==> src/image_buffer_pkg.sv <==
`default_nettype none

package image_buffer_pkg;

    // Capacity of the frame buffer
    localparam int words_per_buffer = 16384;  // RAM depth in 32-bit words
    localparam int bytes_per_buffer = 65536;  // Size saturates here

    // One byte from the encoder or to the host
    typedef logic [7:0] byte_t;

    // Four bytes packed, lane 0 in the low bits
    typedef logic [31:0] word_t;

    // RAM word address
    typedef logic [13:0] word_addr_t;

    // Host byte address, upper 14 bits select the word
    typedef logic [15:0] byte_addr_t;

    // Byte position inside a word
    typedef logic [1:0] lane_t;

    // One extra bit so a full buffer still fits
    typedef logic [16:0] image_size_t;

endpackage

`default_nettype wire

==> src/byte_reader.sv <==
`timescale 1ns/1ns
`default_nettype none

module byte_reader
    import image_buffer_pkg::*;
(
    input  logic        clock_in,
    input  logic        rst,
    input  logic        read_enable,
    input  byte_addr_t  read_address,
    input  word_t       read_word,
    input  image_size_t image_size,
    output logic        read_valid,
    output byte_t       read_data
);

    logic  stage_valid;     // Read in flight, RAM word arrives this cycle
    lane_t stage_lane;      // Lane of that read
    logic  stage_in_range;  // Address was below the image size
    byte_t lane_byte;       // Addressed byte of the RAM word

    // Valid pipeline, two stages to line up with the RAM read
    always_ff @(posedge clock_in) begin
        if (rst) begin
            stage_valid <= 1'b0;
            read_valid  <= 1'b0;
        end else begin
            stage_valid <= read_enable;
            read_valid  <= stage_valid;
        end
    end

    // First stage captures what the second stage needs
    always_ff @(posedge clock_in) begin
        stage_lane     <= read_address[1:0];
        stage_in_range <= ({1'b0, read_address} < image_size);
    end

    // Lane 0 is the low byte
    always_comb begin
        case (stage_lane)
            2'd0: lane_byte = read_word[7:0];
            2'd1: lane_byte = read_word[15:8];
            2'd2: lane_byte = read_word[23:16];
            2'd3: lane_byte = read_word[31:24];
            default: lane_byte = '0;
        endcase
    end

    // Second stage, blank anything past the end of the image
    always_ff @(posedge clock_in) begin
        if (stage_in_range) begin
            read_data <= lane_byte;
        end else begin
            read_data <= '0;
        end
    end

endmodule

`default_nettype wire

==> config.mk <==
export PLATFORM = sky130hd
export DESIGN_NAME = byte_reader
export DESIGN_NICKNAME = d
export VERILOG_FILES = /design/src/image_buffer_pkg.sv /design/src/byte_reader.sv
export SDC_FILE = /design/constraint.sdc
export NUM_CORES = 1
export LEC_CHECK = 0
export ABC_AREA = 0
export ABC_CLOCK_PERIOD_IN_PS = 1540
export BUFFER_PORTS_ARGS = -buffer_cell sky130_fd_sc_hd__buf_4
export CORE_UTILIZATION = 37
export DETAILED_ROUTE_END_ITERATION = 16
export GPL_TIMING_DRIVEN = 0
export HOLD_SLACK_MARGIN = 0.1
export PLACE_DENSITY = 0.79
export SLEW_MARGIN = 40
export SYNTH_ARGS = -nofsm -noshare
export SYNTH_HDL_FRONTEND = slang
export SYNTH_SLANG_ARGS = --single-unit
==> constraint.sdc <==
create_clock -name clock_in -period 1.54 [get_ports clock_in]
set_input_delay 0.077 -clock clock_in [delete_from_list [all_inputs] [get_ports clock_in]]
set_output_delay 0.077 -clock clock_in [all_outputs]
set_load 0.05 [all_outputs]
==> results.py <==
metrics = {
    "timing": {
        "min_period_ns": 1.46,
        "fin_skew_ns": 0.00238,
        "finalHoldViolCount": 0,
        "max_slew.worst_pin.slew_ns": 0.444,
        "max_freq_mhz": 683,
        "rsz0062_at_grt": "false",
        "min_period_over_period_pct": 95.0,
        "drv_slew": 0,
        "setup_viol": 0,
        "maxSlewHeadroom_pct": 70.4,
    },
    "placement": {
        "placed_cell_area_um2": 1490,
        "portBuffers": 76,
        "gp_congestion": 0.713,
        "hpwlAfterDp_um": 1990,
        "placed_cells": 190,
    },
    "synth": {
        "synth.top_cells.by_area": "dfxtp_1 (29%), ha_1 (21%), mux4_2 (20%), inv_1 (6.4%), and2_1 (5.6%)",
        "synth-main-ff-cell": "dfxtp_1",
        "synth_top_cell_area_share_pct": 29.4,
        "synth_cell_types": 22,
        "yosysSeqAreaShare_pct": 29.4,
        "synth_area_um2": 886,
        "synthCells": 86,
        "synth_top_cells_by_count": "ha_1 (15), inv_1 (15), dfxtp_1 (13), and2_1 (8), mux4_2 (8)",
        "async_flop_share_pct": 0,
        "synth_edf_count": 0,
        "yosysWarnings": 0,
        "synth.avg_cell_area_um2": 10.3,
        "synth_nets": 169,
        "ys_seq_elements": 13,
        "synth_top_cell_by_area": "dfxtp_1",
    },
    "job": {
        "drv_cap": 0,
    },
    "cells_and_area": {
        "fillCellCount": 181,
        "fin_cells": 199,
        "drive_above_1_share_pct": 52.0,
        "area_delta_synth_final_pct": 77.4,
        "diodes": 0,
        "fin_area_um2": 1570,
        "nets": 255,
    },
    "critical_path": {
        "end_kind": "flop",
        "required_ns": 1.70,
        "startpoint_type": "input port",
        "arrival_ns": 1.62,
        "critPathKind": "input port to flop",
        "crit_fanout": 2,
    },
    "die": {
        "start_util_pct": 39.7,
        "die_w_um": 50.9,
        "io_pins": 77,
        "core_area_um2": 2230,
        "rows": 17,
        "die_y_um": 50.9,
        "dieArea_um2": 2590,
    },
    "clock_network": {
        "cts.sink_count": 13,
        "clk_pin_slew_ns": 0.07,
        "numCtsBuffers": 3,
        "clk_latency_ns": 0.26,
        "root_buffer": "clkbuf_4",
        "clock_path_buffers": 2,
        "cts-htree-levels": 1,
        "cts_tree": "yes",
    },
    "routing": {
        "via_per_inst": 4.83,
        "dr.first_iter.drc_count": 3,
        "first_pass_iters": 4,
        "route.detailed.drc": 0,
        "wl_per_cell_um": 11.4,
        "ant_nets": 0,
        "wl_um": 2270,
        "vias": 961,
    },
    "pwr": {
        "power_mw": 1.02,
        "p_leak_nw": 0.830,
        "power_density_nw_per_um2": 652,
        "irDropWorstVdd_uv": 496,
    },
    "global_route": {
        "grt_max_degree": 9,
        "grt_pass1_vias": 960,
        "track_usage_pct": 18.7,
        "antenna_found_initial": 0,
        "grt_pass1_wl_um": 3640,
        "grt-ovfl-total": 0,
    },
    "hold_path": {
        "hold_class": "input port to flop",
    },
    "status": {
        "status": "completed",
    },
}
-- layout by cell type, fill, tap and decap left out, types with 2 or more instances in the layout --
cell type	synthesis	layout
and2_1	8	8
inv_1	15	15
mux4_2	8	8
nand2_1	4	4
clkbuf_4	0	3
clkbuf_1	1	2
a21oi_1	7	6
ha_1	15	15
nor2b_1	2	2
buf_4	0	76
dfxtp_1	13	13
dlygate4sd3_1	0	5
-- stage by stage --
step	utilization (%)	TNS [ns]	hold slack [ns]	setup WS, ns
after floorplan	-	0	0.105	0.191
final	70.4	0	0.230	0.0764
after detailed placement	66.8	-0.0147	0.191	-0.0147
after global placement	66.8	-0.00658	0.191	-0.00658
after CTS	70.2	0	0.224	0.0585
after global routing	70.4	0	0.235	0.00417
-- critical path: stages --
cell and delay, ns:
dlygate4sd3_1 0.53, buf_4 0.14, ha_1 0.27, nand3_1 0.07
a211oi_1 0.26, nor4_1 0.09, o22a_1 0.19
-- state kept, by name (all words and copies together) (netlist names) --
signal          count
stage_in_range      1
read_data           8
read_valid          1
stage_valid         1
stage_lane          2
-- power breakdown --
group / switching, mW / leakage, nW / internal, mW
Sequential: 0.0119 / 0.109 / 0.371
Combinational: 0.202 / 0.705 / 0.239
Clock: 0.102 / 0.0150 / 0.100
Total: 0.315 / 0.830 / 0.709
-- layout make-up --
class                           instances  area [um^2]  share of cell area [%]
Buffer                                  2         8.76                   0.557
Inverter                               15         56.3                    3.58
Sequential cell                        13          260                    16.6
Multi-Input combinational cell         56          564                    35.9
Tap cell                               28         35.0                    2.23
Timing Repair Buffer                   81          621                    39.5
Clock buffer                            4         26.3                    1.67
-- layer usage --
metal	track usage [%]	vias up	wire (um)	part of all wire [%]
met4	6.48	0	8	0.35
li1	-	475	-	-
met3	3.27	2	172	7.6
met2	37.5	48	1240	55
met1	18.7	436	853	38
met5	0	-	0	0
-- kinds of logic (layout without fill, tap and decap cells) --
logic type | after synthesis | in the layout | synth area share, %
adders and majority gates | 15 | 15 | 21.2
DFF | 13 | 13 | 29.4
and+or+nand+nor | 20 | 20 | 13.0
muxes | 8 | 8 | 20.3
buffers and inverters | 17 | 102 | 7.34
AOI/OAI and AO/OA | 13 | 13 | 8.76
-- path summary, 6_finish.rpt --
kind	from	endpoint	slack [ns]	cells after the start
worst min register to register	stage_valid	read_valid	0.45	1
worst min-delay path	read_word[22]	read_data[6]	0.23	3
worst max register to register	stage_lane[0]	read_data[2]	0.18	3
worst max-delay path	read_address[1]	stage_in_range	0.08	7
-- what timing repair did --
action                                  in CTS  in global routing
gates resized for setup                      0                  1
hold endpoints to repair                     5                  0
hold buffers                                 5                  0
endpoints found under the setup margin       0                  1
setup buffers                                0                  0
Note: power is estimated with default switching activity, not from simulation.
