<file path="config.mk">
export PLATFORM = sky130hd
export DESIGN_NAME = capture_tracker
export DESIGN_NICKNAME = d
export VERILOG_FILES = /design/src/image_buffer_pkg.sv /design/src/capture_tracker.sv
export SDC_FILE = /design/constraint.sdc
export NUM_CORES = 1
export LEC_CHECK = 0
export BUFFER_PORTS_ARGS = -buffer_cell sky130_fd_sc_hd__buf_2
export CAP_MARGIN = 10
export CORE_MARGIN = 2
export CORE_UTILIZATION = 50
export CTS_CLUSTER_SIZE = 24
export DETAILED_ROUTE_END_ITERATION = 8
export GPL_TIMING_DRIVEN = 0
export PLACE_DENSITY = 0.88
export SYNTH_ARGS = -nofsm -noshare
export SYNTH_HDL_FRONTEND = slang
export SYNTH_SLANG_ARGS = --single-unit
</file>
<file path="constraint.sdc">
create_clock -name clock_in -period 3.65 [get_ports clock_in]
set_input_delay 0.1825 -clock clock_in [delete_from_list [all_inputs] [get_ports clock_in]]
set_output_delay 0.1825 -clock clock_in [all_outputs]
set_load 0.05 [all_outputs]
</file>
<file path="src/image_buffer_pkg.sv">
`default_nettype none

package image_buffer_pkg;

    // Capacity of the frame buffer
    localparam int words_per_buffer = 16384;  // RAM depth in 32-bit words
    localparam int bytes_per_buffer = 65536;  // Size saturates here

    // One byte from the encoder or to the host
    typedef logic [7:0] byte_t;

    // Four bytes packed, lane 0 in the low bits
    typedef logic [31:0] word_t;

    // RAM word address
    typedef logic [13:0] word_addr_t;

    // Host byte address, upper 14 bits select the word
    typedef logic [15:0] byte_addr_t;

    // Byte position inside a word
    typedef logic [1:0] lane_t;

    // One extra bit so a full buffer still fits
    typedef logic [16:0] image_size_t;

endpackage

`default_nettype wire

</file>
<file path="src/capture_tracker.sv">
`timescale 1ns/1ns
`default_nettype none

module capture_tracker
    import image_buffer_pkg::*;
(
    input  logic        clock_in,
    input  logic        rst,
    input  logic        image_start,
    input  logic        image_end,
    input  logic        byte_valid,
    output image_size_t image_size,
    output logic        image_ready,
    output logic        overflow
);

    logic size_full;  // Buffer holds a full image

    assign size_full = (image_size == image_size_t'(bytes_per_buffer));

    always_ff @(posedge clock_in) begin
        if (rst) begin
            image_size  <= '0;
            image_ready <= 1'b0;
            overflow    <= 1'b0;
        end else if (image_start) begin
            // New image, forget the previous one
            image_size  <= '0;
            image_ready <= 1'b0;
            overflow    <= 1'b0;
        end else begin
            if (image_end) begin
                image_ready <= 1'b1;  // Host may read from now on
            end

            if (byte_valid) begin
                if (size_full) begin
                    overflow <= 1'b1;  // Byte dropped by the packer
                end else begin
                    image_size <= image_size + 1'b1;
                end
            end
        end
    end

endmodule

`default_nettype wire

</file>
==> key figures <==
Clocking
  • Htree depth: 1
  • Clk slew on worst S/H paths: 0.11 ns
  • Clk Latency, worst-skew pair: 0.29 ns
  • CTS root buffer: clkbuf_4
  • Post-CTS Setup Inserts: 0
  • Clock Tree Buf Depth: 2
  • Post-cts sizing count: 0
  • Total CTS buffers: 3
  • Clk sinks: 19
  • CTS tree: built
  • Hold-fix buffers, CTS: 0

Floorplan
  • Core area: 1708 sq um
  • Die extent in y: 46.39 um
  • # IOs: 24
  • Starting Density: 52.60%
  • Row count: 15
  • Die width: 46.39 um
  • Die area: 2152 sq um

Drt
  • # DRC: 0
  • Max layer used: met4
  • DR vias: 859
  • Iter 0 DRT Violations: 15
  • Met3 WL: 72 um
  • DRT antenna net count: 0
  • Routed WL: 1888 um
  • Avg WL per Cell: 12.03 um
  • DRT Pass-1 Iters: 4
  • Met2 wire len: 923 um
  • M1 WL: 868 um
  • Number of vias per cell: 5.471

Placement
  • Inst Count DP: 153
  • IO Port Bufs: 23
  • Placed Area: 1045 sq um
  • Final RePlAce weighted congestion: 0.8287
  • HPWL after DPL: 1418 um
  • Placement Setup Slack: 1.863 ns

Min path
  • Worst hold path class: in2reg

Power
  • Leak pwr: 0.4395 nW
  • VDD IR max: 0.0001855 V
  • Power Density: 310.5 nW/um^2

Status
  • Outcome: completed

Worst setup path
  • CP startpoint: image_size[0]
  • Crit path arrival time: 2.01 ns
  • R2R Setup Slk: 1.83 ns
  • CP max FO: 8
  • FF-to-FF Start: image_size[0]
  • Critical Path Sink: image_size[2]
  • R2R depth: 6
  • CP max stage delay: 0.50 ns
  • Crit-path cells: inv_1 -> ha_1 -> nor4b_1 -> a41oi_1 -> a21oi_1 -> a31o_2
  • Worst setup EP type: flip-flop
  • CP startpoint kind: flip-flop
  • RR Endpoint: image_size[2]
  • Critical Path RT: 3.84 ns
  • Slowest-stage cell, CP: dfxtp_1
  • Setup CP Type: reg2reg

Synthesis
  • Synth warnings: 0
  • Cells after Synth: 105
  • Avg Synthesized Cell Area: 8.556 sq um
  • Netlist cell types: 25
  • Sequential area share after synthesis: 42.34%
  • Post-synthesis cell area: 898.4 sq um
  • Syn Nets: 112
  • Synthesis-stage register bit count: 19

STA
  • Final Cycle Share: 49.78%
  • Skew final: 0.005417 ns
  • RSZ-0062 raised after global routing: false
  • Slew HR: 67.79%
  • Worst-Margin Slew: 0.4768 ns
  • Fmax: 550.3 MHz
  • Post-route setup TNS: 0 ns
  • Post-layout minimum cycle time: 1.817 ns
  • Hold Vio Cnt, Final: 0
  • Setup Viol. Count Final: 0
  • Slew Viols, Final: 0
  • Worst Slack Setup Final: 1.833 ns

Final layout
  • Fill cells: 155
  • Leading cell type in the layout, fill and taps excluded: buf_2
  • Nets: 140
  • Antenna Cells: 0
  • Area delta synth->final: 19.36%
  • Commonest cells after routing, fill and taps aside: buf_2 (23), dfxtp_1 (19), nor2_1 (17)
  • Final Cell Area: 1072 sq um
  • Layout cell share with drive strength beyond 1: 23.48%
  • Finished Layout Cells: 157

GRT
  • Gr usage total: 19.92%
  • Vias in the first global route: 757
  • Largest net degree at the start of global routing: 12
  • Global-route wire length before repair: 3125 um
  • Antenna violations before repair: 0
  • Total grt overflow: 0

Run
  • Max-cap violations: 0
[synthesized netlist by cell type]
master | number | area share, %
nand3_1 | 7 | 3.9
mux2i_1 | 1 | 1.1
or3_1 | 3 | 2.1
and3_1 | 2 | 1.4
buf_4 | 1 | 0.84
o31ai_1 | 1 | 0.84
nand4_1 | 7 | 4.9
a31o_2 | 1 | 0.98
a41oi_1 | 1 | 0.98
clkbuf_1 | 2 | 0.84
ha_1 | 2 | 2.8
xnor2_1 | 7 | 6.8
inv_1 | 6 | 2.5
or2_2 | 1 | 0.70
a21oi_1 | 4 | 2.2
and4_1 | 3 | 2.9
dfxtp_1 | 19 | 42
nor2_1 | 17 | 7.1
xor2_1 | 5 | 4.9
o21ai_0 | 2 | 1.1
nor4_1 | 4 | 2.8
nor4b_1 | 2 | 2.0
or4_4 | 1 | 1.3
nand2_1 | 4 | 1.7
nor3_1 | 2 | 1.1
[layout make-up]
class | count | area (sq um) | area share, %
inverters | 6 | 22.52 | 2.100
well taps | 25 | 31.28 | 2.917
plain buffers | 3 | 15.01 | 1.400
clock buffers | 3 | 22.52 | 2.100
repair buffers | 23 | 115.1 | 10.74
flip-flops and latches | 19 | 380.4 | 35.47
clock inverters | 1 | 5.005 | 0.4667
multi-input cells | 77 | 480.5 | 44.81
[layer usage]
metal,global-route usage (%),vias to the layer above
met4,6.857,0
met2,32.78,16
li1,-,433
met1,25.95,406
met5,0,-
met3,3.529,4
[report_power, final]
part	switching [mW]	internal [mW]
logic	0.0134	0.00616
registers	0.00198	0.209
clock network	0.0622	0.0407
total	0.0775	0.255
[registers in the layout, summed over array words and instances (netlist names)]
name and cells:
overflow 1, image_size 17, image_ready 1
[worst min-delay path by stage]
stage                  end  slack [ns]  cells after the start      start
3_5_place_dp   image_ready        0.39                      3  image_end
6_report       image_ready        0.08                      3  image_end
5_1_grt        image_ready         0.1                      3  image_end
2_1_floorplan  image_ready        0.30                      2  image_end
3_3_place_gp   image_ready        0.39                      3  image_end
4_1_cts        image_ready        0.08                      3  image_end
[kinds of logic (layout without fill, tap and decap cells)]
| family | count (synthesis) | in the layout | share of synthesized area, % |
|---|---|---|---|
| and+or+nand+nor | 53 | 53 | 31.75 |
| DFF | 19 | 19 | 42.34 |
| xor gates and xnor gates | 12 | 12 | 11.70 |
| AOI/OAI and AO/OA | 9 | 9 | 6.129 |
| buffers and inverters | 9 | 36 | 4.179 |
| adders and majority gates | 2 | 2 | 2.785 |
| muxes | 1 | 1 | 1.114 |
[stage by stage]
step	hold WS, ns	utilization [%]	power (mW)
2_1_floorplan	0.2983	-	0.2279
3_3_place_gp	0.3869	61.17	0.2343
3_5_place_dp	0.3929	61.17	0.2350
4_1_cts	0.07725	62.78	0.3377
5_1_grt	0.09599	62.78	0.3467
6_report	0.08372	62.78	0.3330
[critical path: cells and delay by family (launching register included)]
family / cells / cell delay, ns
AO/OA/AOI/OAI: 3 / 0.80
adder cells (fa/ha/maj): 1 / 0.20
buffers and inverters: 1 / 0.08
flip-flops: 1 / 0.50
AND/OR/NAND/NOR: 1 / 0.14
(Power assumes the default switching activity.)
