[src/image_buffer_pkg.sv]
`default_nettype none

package image_buffer_pkg;

    // Capacity of the frame buffer
    localparam int words_per_buffer = 16384;  // RAM depth in 32-bit words
    localparam int bytes_per_buffer = 65536;  // Size saturates here

    // One byte from the encoder or to the host
    typedef logic [7:0] byte_t;

    // Four bytes packed, lane 0 in the low bits
    typedef logic [31:0] word_t;

    // RAM word address
    typedef logic [13:0] word_addr_t;

    // Host byte address, upper 14 bits select the word
    typedef logic [15:0] byte_addr_t;

    // Byte position inside a word
    typedef logic [1:0] lane_t;

    // One extra bit so a full buffer still fits
    typedef logic [16:0] image_size_t;

endpackage

`default_nettype wire

[src/word_packer.sv]
`timescale 1ns/1ns
`default_nettype none

module word_packer
    import image_buffer_pkg::*;
(
    input  logic       clock_in,
    input  logic       rst,
    input  logic       image_start,
    input  logic       image_end,
    input  logic       byte_valid,
    input  byte_t      byte_data,
    output logic       write_enable,
    output word_addr_t write_address,
    output word_t      write_data
);

    lane_t      lane;          // Next lane to fill
    word_addr_t word_address;  // Word being assembled
    word_t      partial_word;  // Lanes filled so far
    word_t      merged_word;   // Partial word plus the incoming byte
    logic       buffer_full;   // Last word already written

    // A new word starts from zero, so lanes never filled stay zero on a flush
    always_comb begin
        if (lane == 2'd0) begin
            merged_word = '0;
        end else begin
            merged_word = partial_word;
        end

        case (lane)
            2'd0: merged_word[7:0]   = byte_data;
            2'd1: merged_word[15:8]  = byte_data;
            2'd2: merged_word[23:16] = byte_data;
            2'd3: merged_word[31:24] = byte_data;
            default: merged_word = partial_word;
        endcase
    end

    always_ff @(posedge clock_in) begin
        if (rst) begin
            lane         <= '0;
            word_address <= '0;
            buffer_full  <= 1'b0;
            write_enable <= 1'b0;
        end else begin
            write_enable <= 1'b0;  // Single-cycle write strobe

            if (image_start) begin
                lane         <= '0;
                word_address <= '0;
                buffer_full  <= 1'b0;
            end else if (byte_valid && !buffer_full) begin
                lane <= lane + 1'b1;  // Wraps from 3 back to 0

                if (lane == 2'd3) begin
                    write_enable <= 1'b1;
                    word_address <= word_address + 1'b1;

                    if (word_address == word_addr_t'(words_per_buffer - 1)) begin
                        buffer_full <= 1'b1;  // Address would wrap, drop the rest
                    end
                end
            end else if (image_end && lane != 2'd0 && !buffer_full) begin
                // Flush the partial last word
                lane         <= '0;
                write_enable <= 1'b1;
                word_address <= word_address + 1'b1;

                if (word_address == word_addr_t'(words_per_buffer - 1)) begin
                    buffer_full <= 1'b1;
                end
            end
        end
    end

    always_ff @(posedge clock_in) begin
        if (byte_valid && !buffer_full) begin
            partial_word <= merged_word;
        end

        // Byte strobe means a lane 3 write, otherwise a flush
        if (byte_valid) begin
            write_data <= merged_word;
        end else begin
            write_data <= partial_word;
        end

        write_address <= word_address;  // Address before the increment
    end

endmodule

`default_nettype wire

[config.mk]
export PLATFORM = sky130hd
export DESIGN_NAME = word_packer
export DESIGN_NICKNAME = d
export VERILOG_FILES = /design/src/image_buffer_pkg.sv /design/src/word_packer.sv
export SDC_FILE = /design/constraint.sdc
export NUM_CORES = 1
export LEC_CHECK = 0
export ABC_AREA = 1
export BUFFER_PORTS_ARGS = -buffer_cell sky130_fd_sc_hd__clkbuf_2
export CORE_MARGIN = 3
export CORE_UTILIZATION = 50
export CTS_CLUSTER_DIAMETER = 60
export DETAILED_ROUTE_END_ITERATION = 16
export PLACE_DENSITY = 0.75
export SYNTH_ARGS = -nofsm -noshare
export SYNTH_HDL_FRONTEND = slang
export SYNTH_SLANG_ARGS = --single-unit
[constraint.sdc]
create_clock -name clock_in -period 1.5 [get_ports clock_in]
set_input_delay 0.3 -clock clock_in [delete_from_list [all_inputs] [get_ports clock_in]]
set_output_delay 0.3 -clock clock_in [all_outputs]
set_load 0.01 [all_outputs]
==> impl_metrics.toml <==
[timing]
finalHoldViolations = 0
max_freq_mhz = 724
worst_slew_pin_slew_ns = 0.262
min_period_ns = 1.38
setup_viol = 0
slew_headroom_pct = 82.4
layout_worst_path_cycle_share_pct = 92.1
worst_slack_ns = 0.118
slew_violations = 0
finalClockSkew_ns = 0.0148

[worst_setup_path]
crit_path_end_kind = "register"
critPathMaxFanout = 6
worst_path_dominant_cell_family = "simple AND/OR/NAND/NOR gates"
crit_required_ns = 1.79
cp-start-kind = "register"
path_cells = "inv_1, ha_2, inv_4, nand4_4, nand2_8, nand3_2, nand2_1, inv_1, nor2_1"
worstPathArrival_ns = 1.67
crit_buf_inv = 3
r2r_setup_slack_ns = 0.12
cpMaxStageDelayCell = "dfxtp_4"
path_common_cell = "inv_1"
worstSetupPathType = "reg -> reg"
critPathMaxStageDelay_ns = 0.38
worst-path-stages = 9
worstRegToRegCells = 9

[finish]
final_cell_mix = "nand2_1 (77), inv_1 (62), dfxtp_1 (61)"
final_common_cell = "nand2_1"
diodes = 0
area_delta_synth_final_pct = 22.1
fillers = 589
multi_input_area_sq_mm = 0.00123
post_route_cells_drive_above_1_share_pct = 27.6
stdcell_area_sq_mm = 0.00450
finalNetCount = 484
regArea_sq_mm = 0.00225

[die]
fp.dieH_microns = 91.9
die-area_sq_mm = 0.00844
ios = 60
row_count = 30
fp.dieW_microns = 91.9
initial_core_util_pct = 52.8
core_sq_mm = 0.00698

[hold_path]
holdCritPathClass = "in -> reg"
hold_depth = 3

[placement]
dpl.hpwl_microns = 4880
post-place-ws_ns = 0.000356
placed_area_sq_mm = 0.00416
port_buffers = 59
place.gp.congestion = 0.809

[synth]
synth_seq_cells = 96
ys_seq_area_share_pct = 60.8
synth-edff-count = 32
synth.distinct_cells = 29
yosys_most_used_dff = "dfxtp_1"
syn_area_sq_mm = 0.00369
syn_nets = 413
ys_warn_count = 0
async_flop_share_pct = 0
postSynthCellCount = 395
synth_area_per_cell_sq_um = 9.33

[clock_tree]
clock_sinks = 96
cts_root_buffer = "clkbuf_8"
clkTransAtPathRegs_ns = 0.10
htree_num_levels = 3
numCtsBuffers = 9
clock_path_buffers = 2
cts_tree = "yes"
cts_hold_buf = 0
clkLatencyLatePin_ns = 0.36

[route]
drt-initial-drc-count = 156
routed_via_density = 4.94
drc = 0
routed_wl_microns = 7480
vias = 2803
wl_per_cell_microns = 13.2
ant_nets = 0
dr.pass1.iters = 5

[grt]
grt_usage_pct = 17.9
grt_pass1_vias = 2554
grt_pass1_wl_microns = 12000
grt_overflow = 0
grt_max_degree = 65
antenna_found_initial = 0

[pwr]
ir_drop_uv = 597
powerDensity_mw_per_mm2 = 1170
p_leak_nw = 1.94

[flow_run]
max_cap_violations = 0

[outcome]
status = "completed"
[worst min-delay path, stage by stage]
cell,delay (ns)
clkbuf_2,0.09
nand2_1,0.04
o21ai_0,0.08
[synthesized netlist by cell type, types with 2 or more instances]
library cell	n	area (sq um)
nand2_1	81	304
dfxtp_1	64	1280
inv_1	63	236
o21ai_0	41	205
edfxtp_1	32	961
o22ai_1	24	150
nor2_1	23	86.3
nand3_1	11	55.1
a21oi_1	6	30.0
inv_2	6	22.5
ha_1	5	62.6
nand3_2	5	50.1
nand4_1	5	31.3
buf_1	3	11.3
buf_2	3	15.0
clkbuf_1	3	11.3
nand2_2	3	18.8
nor2_2	3	18.8
a21oi_2	2	17.5
clkinv_1	2	7.51
nor2_4	2	22.5
[power breakdown]
group          switching (W)  total [W]  internal (W)
Clock               0.000896    0.00201       0.00111
Sequential         0.0000353    0.00285       0.00281
Combinational       0.000260   0.000402      0.000142
Total                0.00119    0.00526       0.00406
[metal layers]
metal	share of wire, %	track usage (%)	up-vias
li1	-	-	1424
met1	43	22.7	1271
met2	49	29.0	93
met3	5.7	3.53	15
met4	2.4	9.28	0
met5	0	0	-
[final timing paths]
path	endpoint	start
worst min register to register	write_address[11]	word_address[11]
worst min-delay path	partial_word[6]	byte_data[6]
worst max register to register	word_address[9]	lane[0]
worst max-delay path	word_address[9]	lane[0]
[flip-flops by register name, indices dropped and copies added, names as in the netlist]
register and flops:
write_address 14, lane 2, partial_word 32, word_address 14, buffer_full 1, write_data 32
write_enable 1
[layout make-up]
class | count | share of cell area (%)
repair buffers | 69 | 8.51
clock inverters | 7 | 2.59
clock buffers | 9 | 2.75
flip-flops and latches | 96 | 50.0
well taps | 96 | 2.67
multi-input cells | 219 | 27.3
inverters | 71 | 6.26
[logic make-up (layout without fill, tap and decap cells)]
kind of cell,count (synthesis),count (layout),share of synthesized area (%)
DFF,96,96,60.8
AOI/OAI and AO/OA,74,74,11.1
and+or+nand+nor,136,138,17.0
adders and majority gates,5,5,1.70
buffers and inverters,82,156,8.96
xor gates and xnor gates,2,2,0.475
[metrics by stage]
stage	TNS (ns)	hold slack, ns	utilization, %	instances	power, W
2_1_floorplan	-0.219	0.364	-	395	0.00313
3_3_place_gp	0	0.383	59.5	549	0.00328
3_5_place_dp	0	0.383	59.5	549	0.00329
4_1_cts	0	0.262	63.3	565	0.00527
5_1_grt	-0.0208	0.272	64.5	567	0.00546
6_report	0	0.267	64.5	567	0.00526
[what timing repair did]
item	4_1_cts	5_1_grt
pin swaps	0	2
buffers inserted	0	0
gates resized for setup	4	15
endpoints found under the setup margin	17	55
cloned	0	2
(Power assumes the default switching activity.)
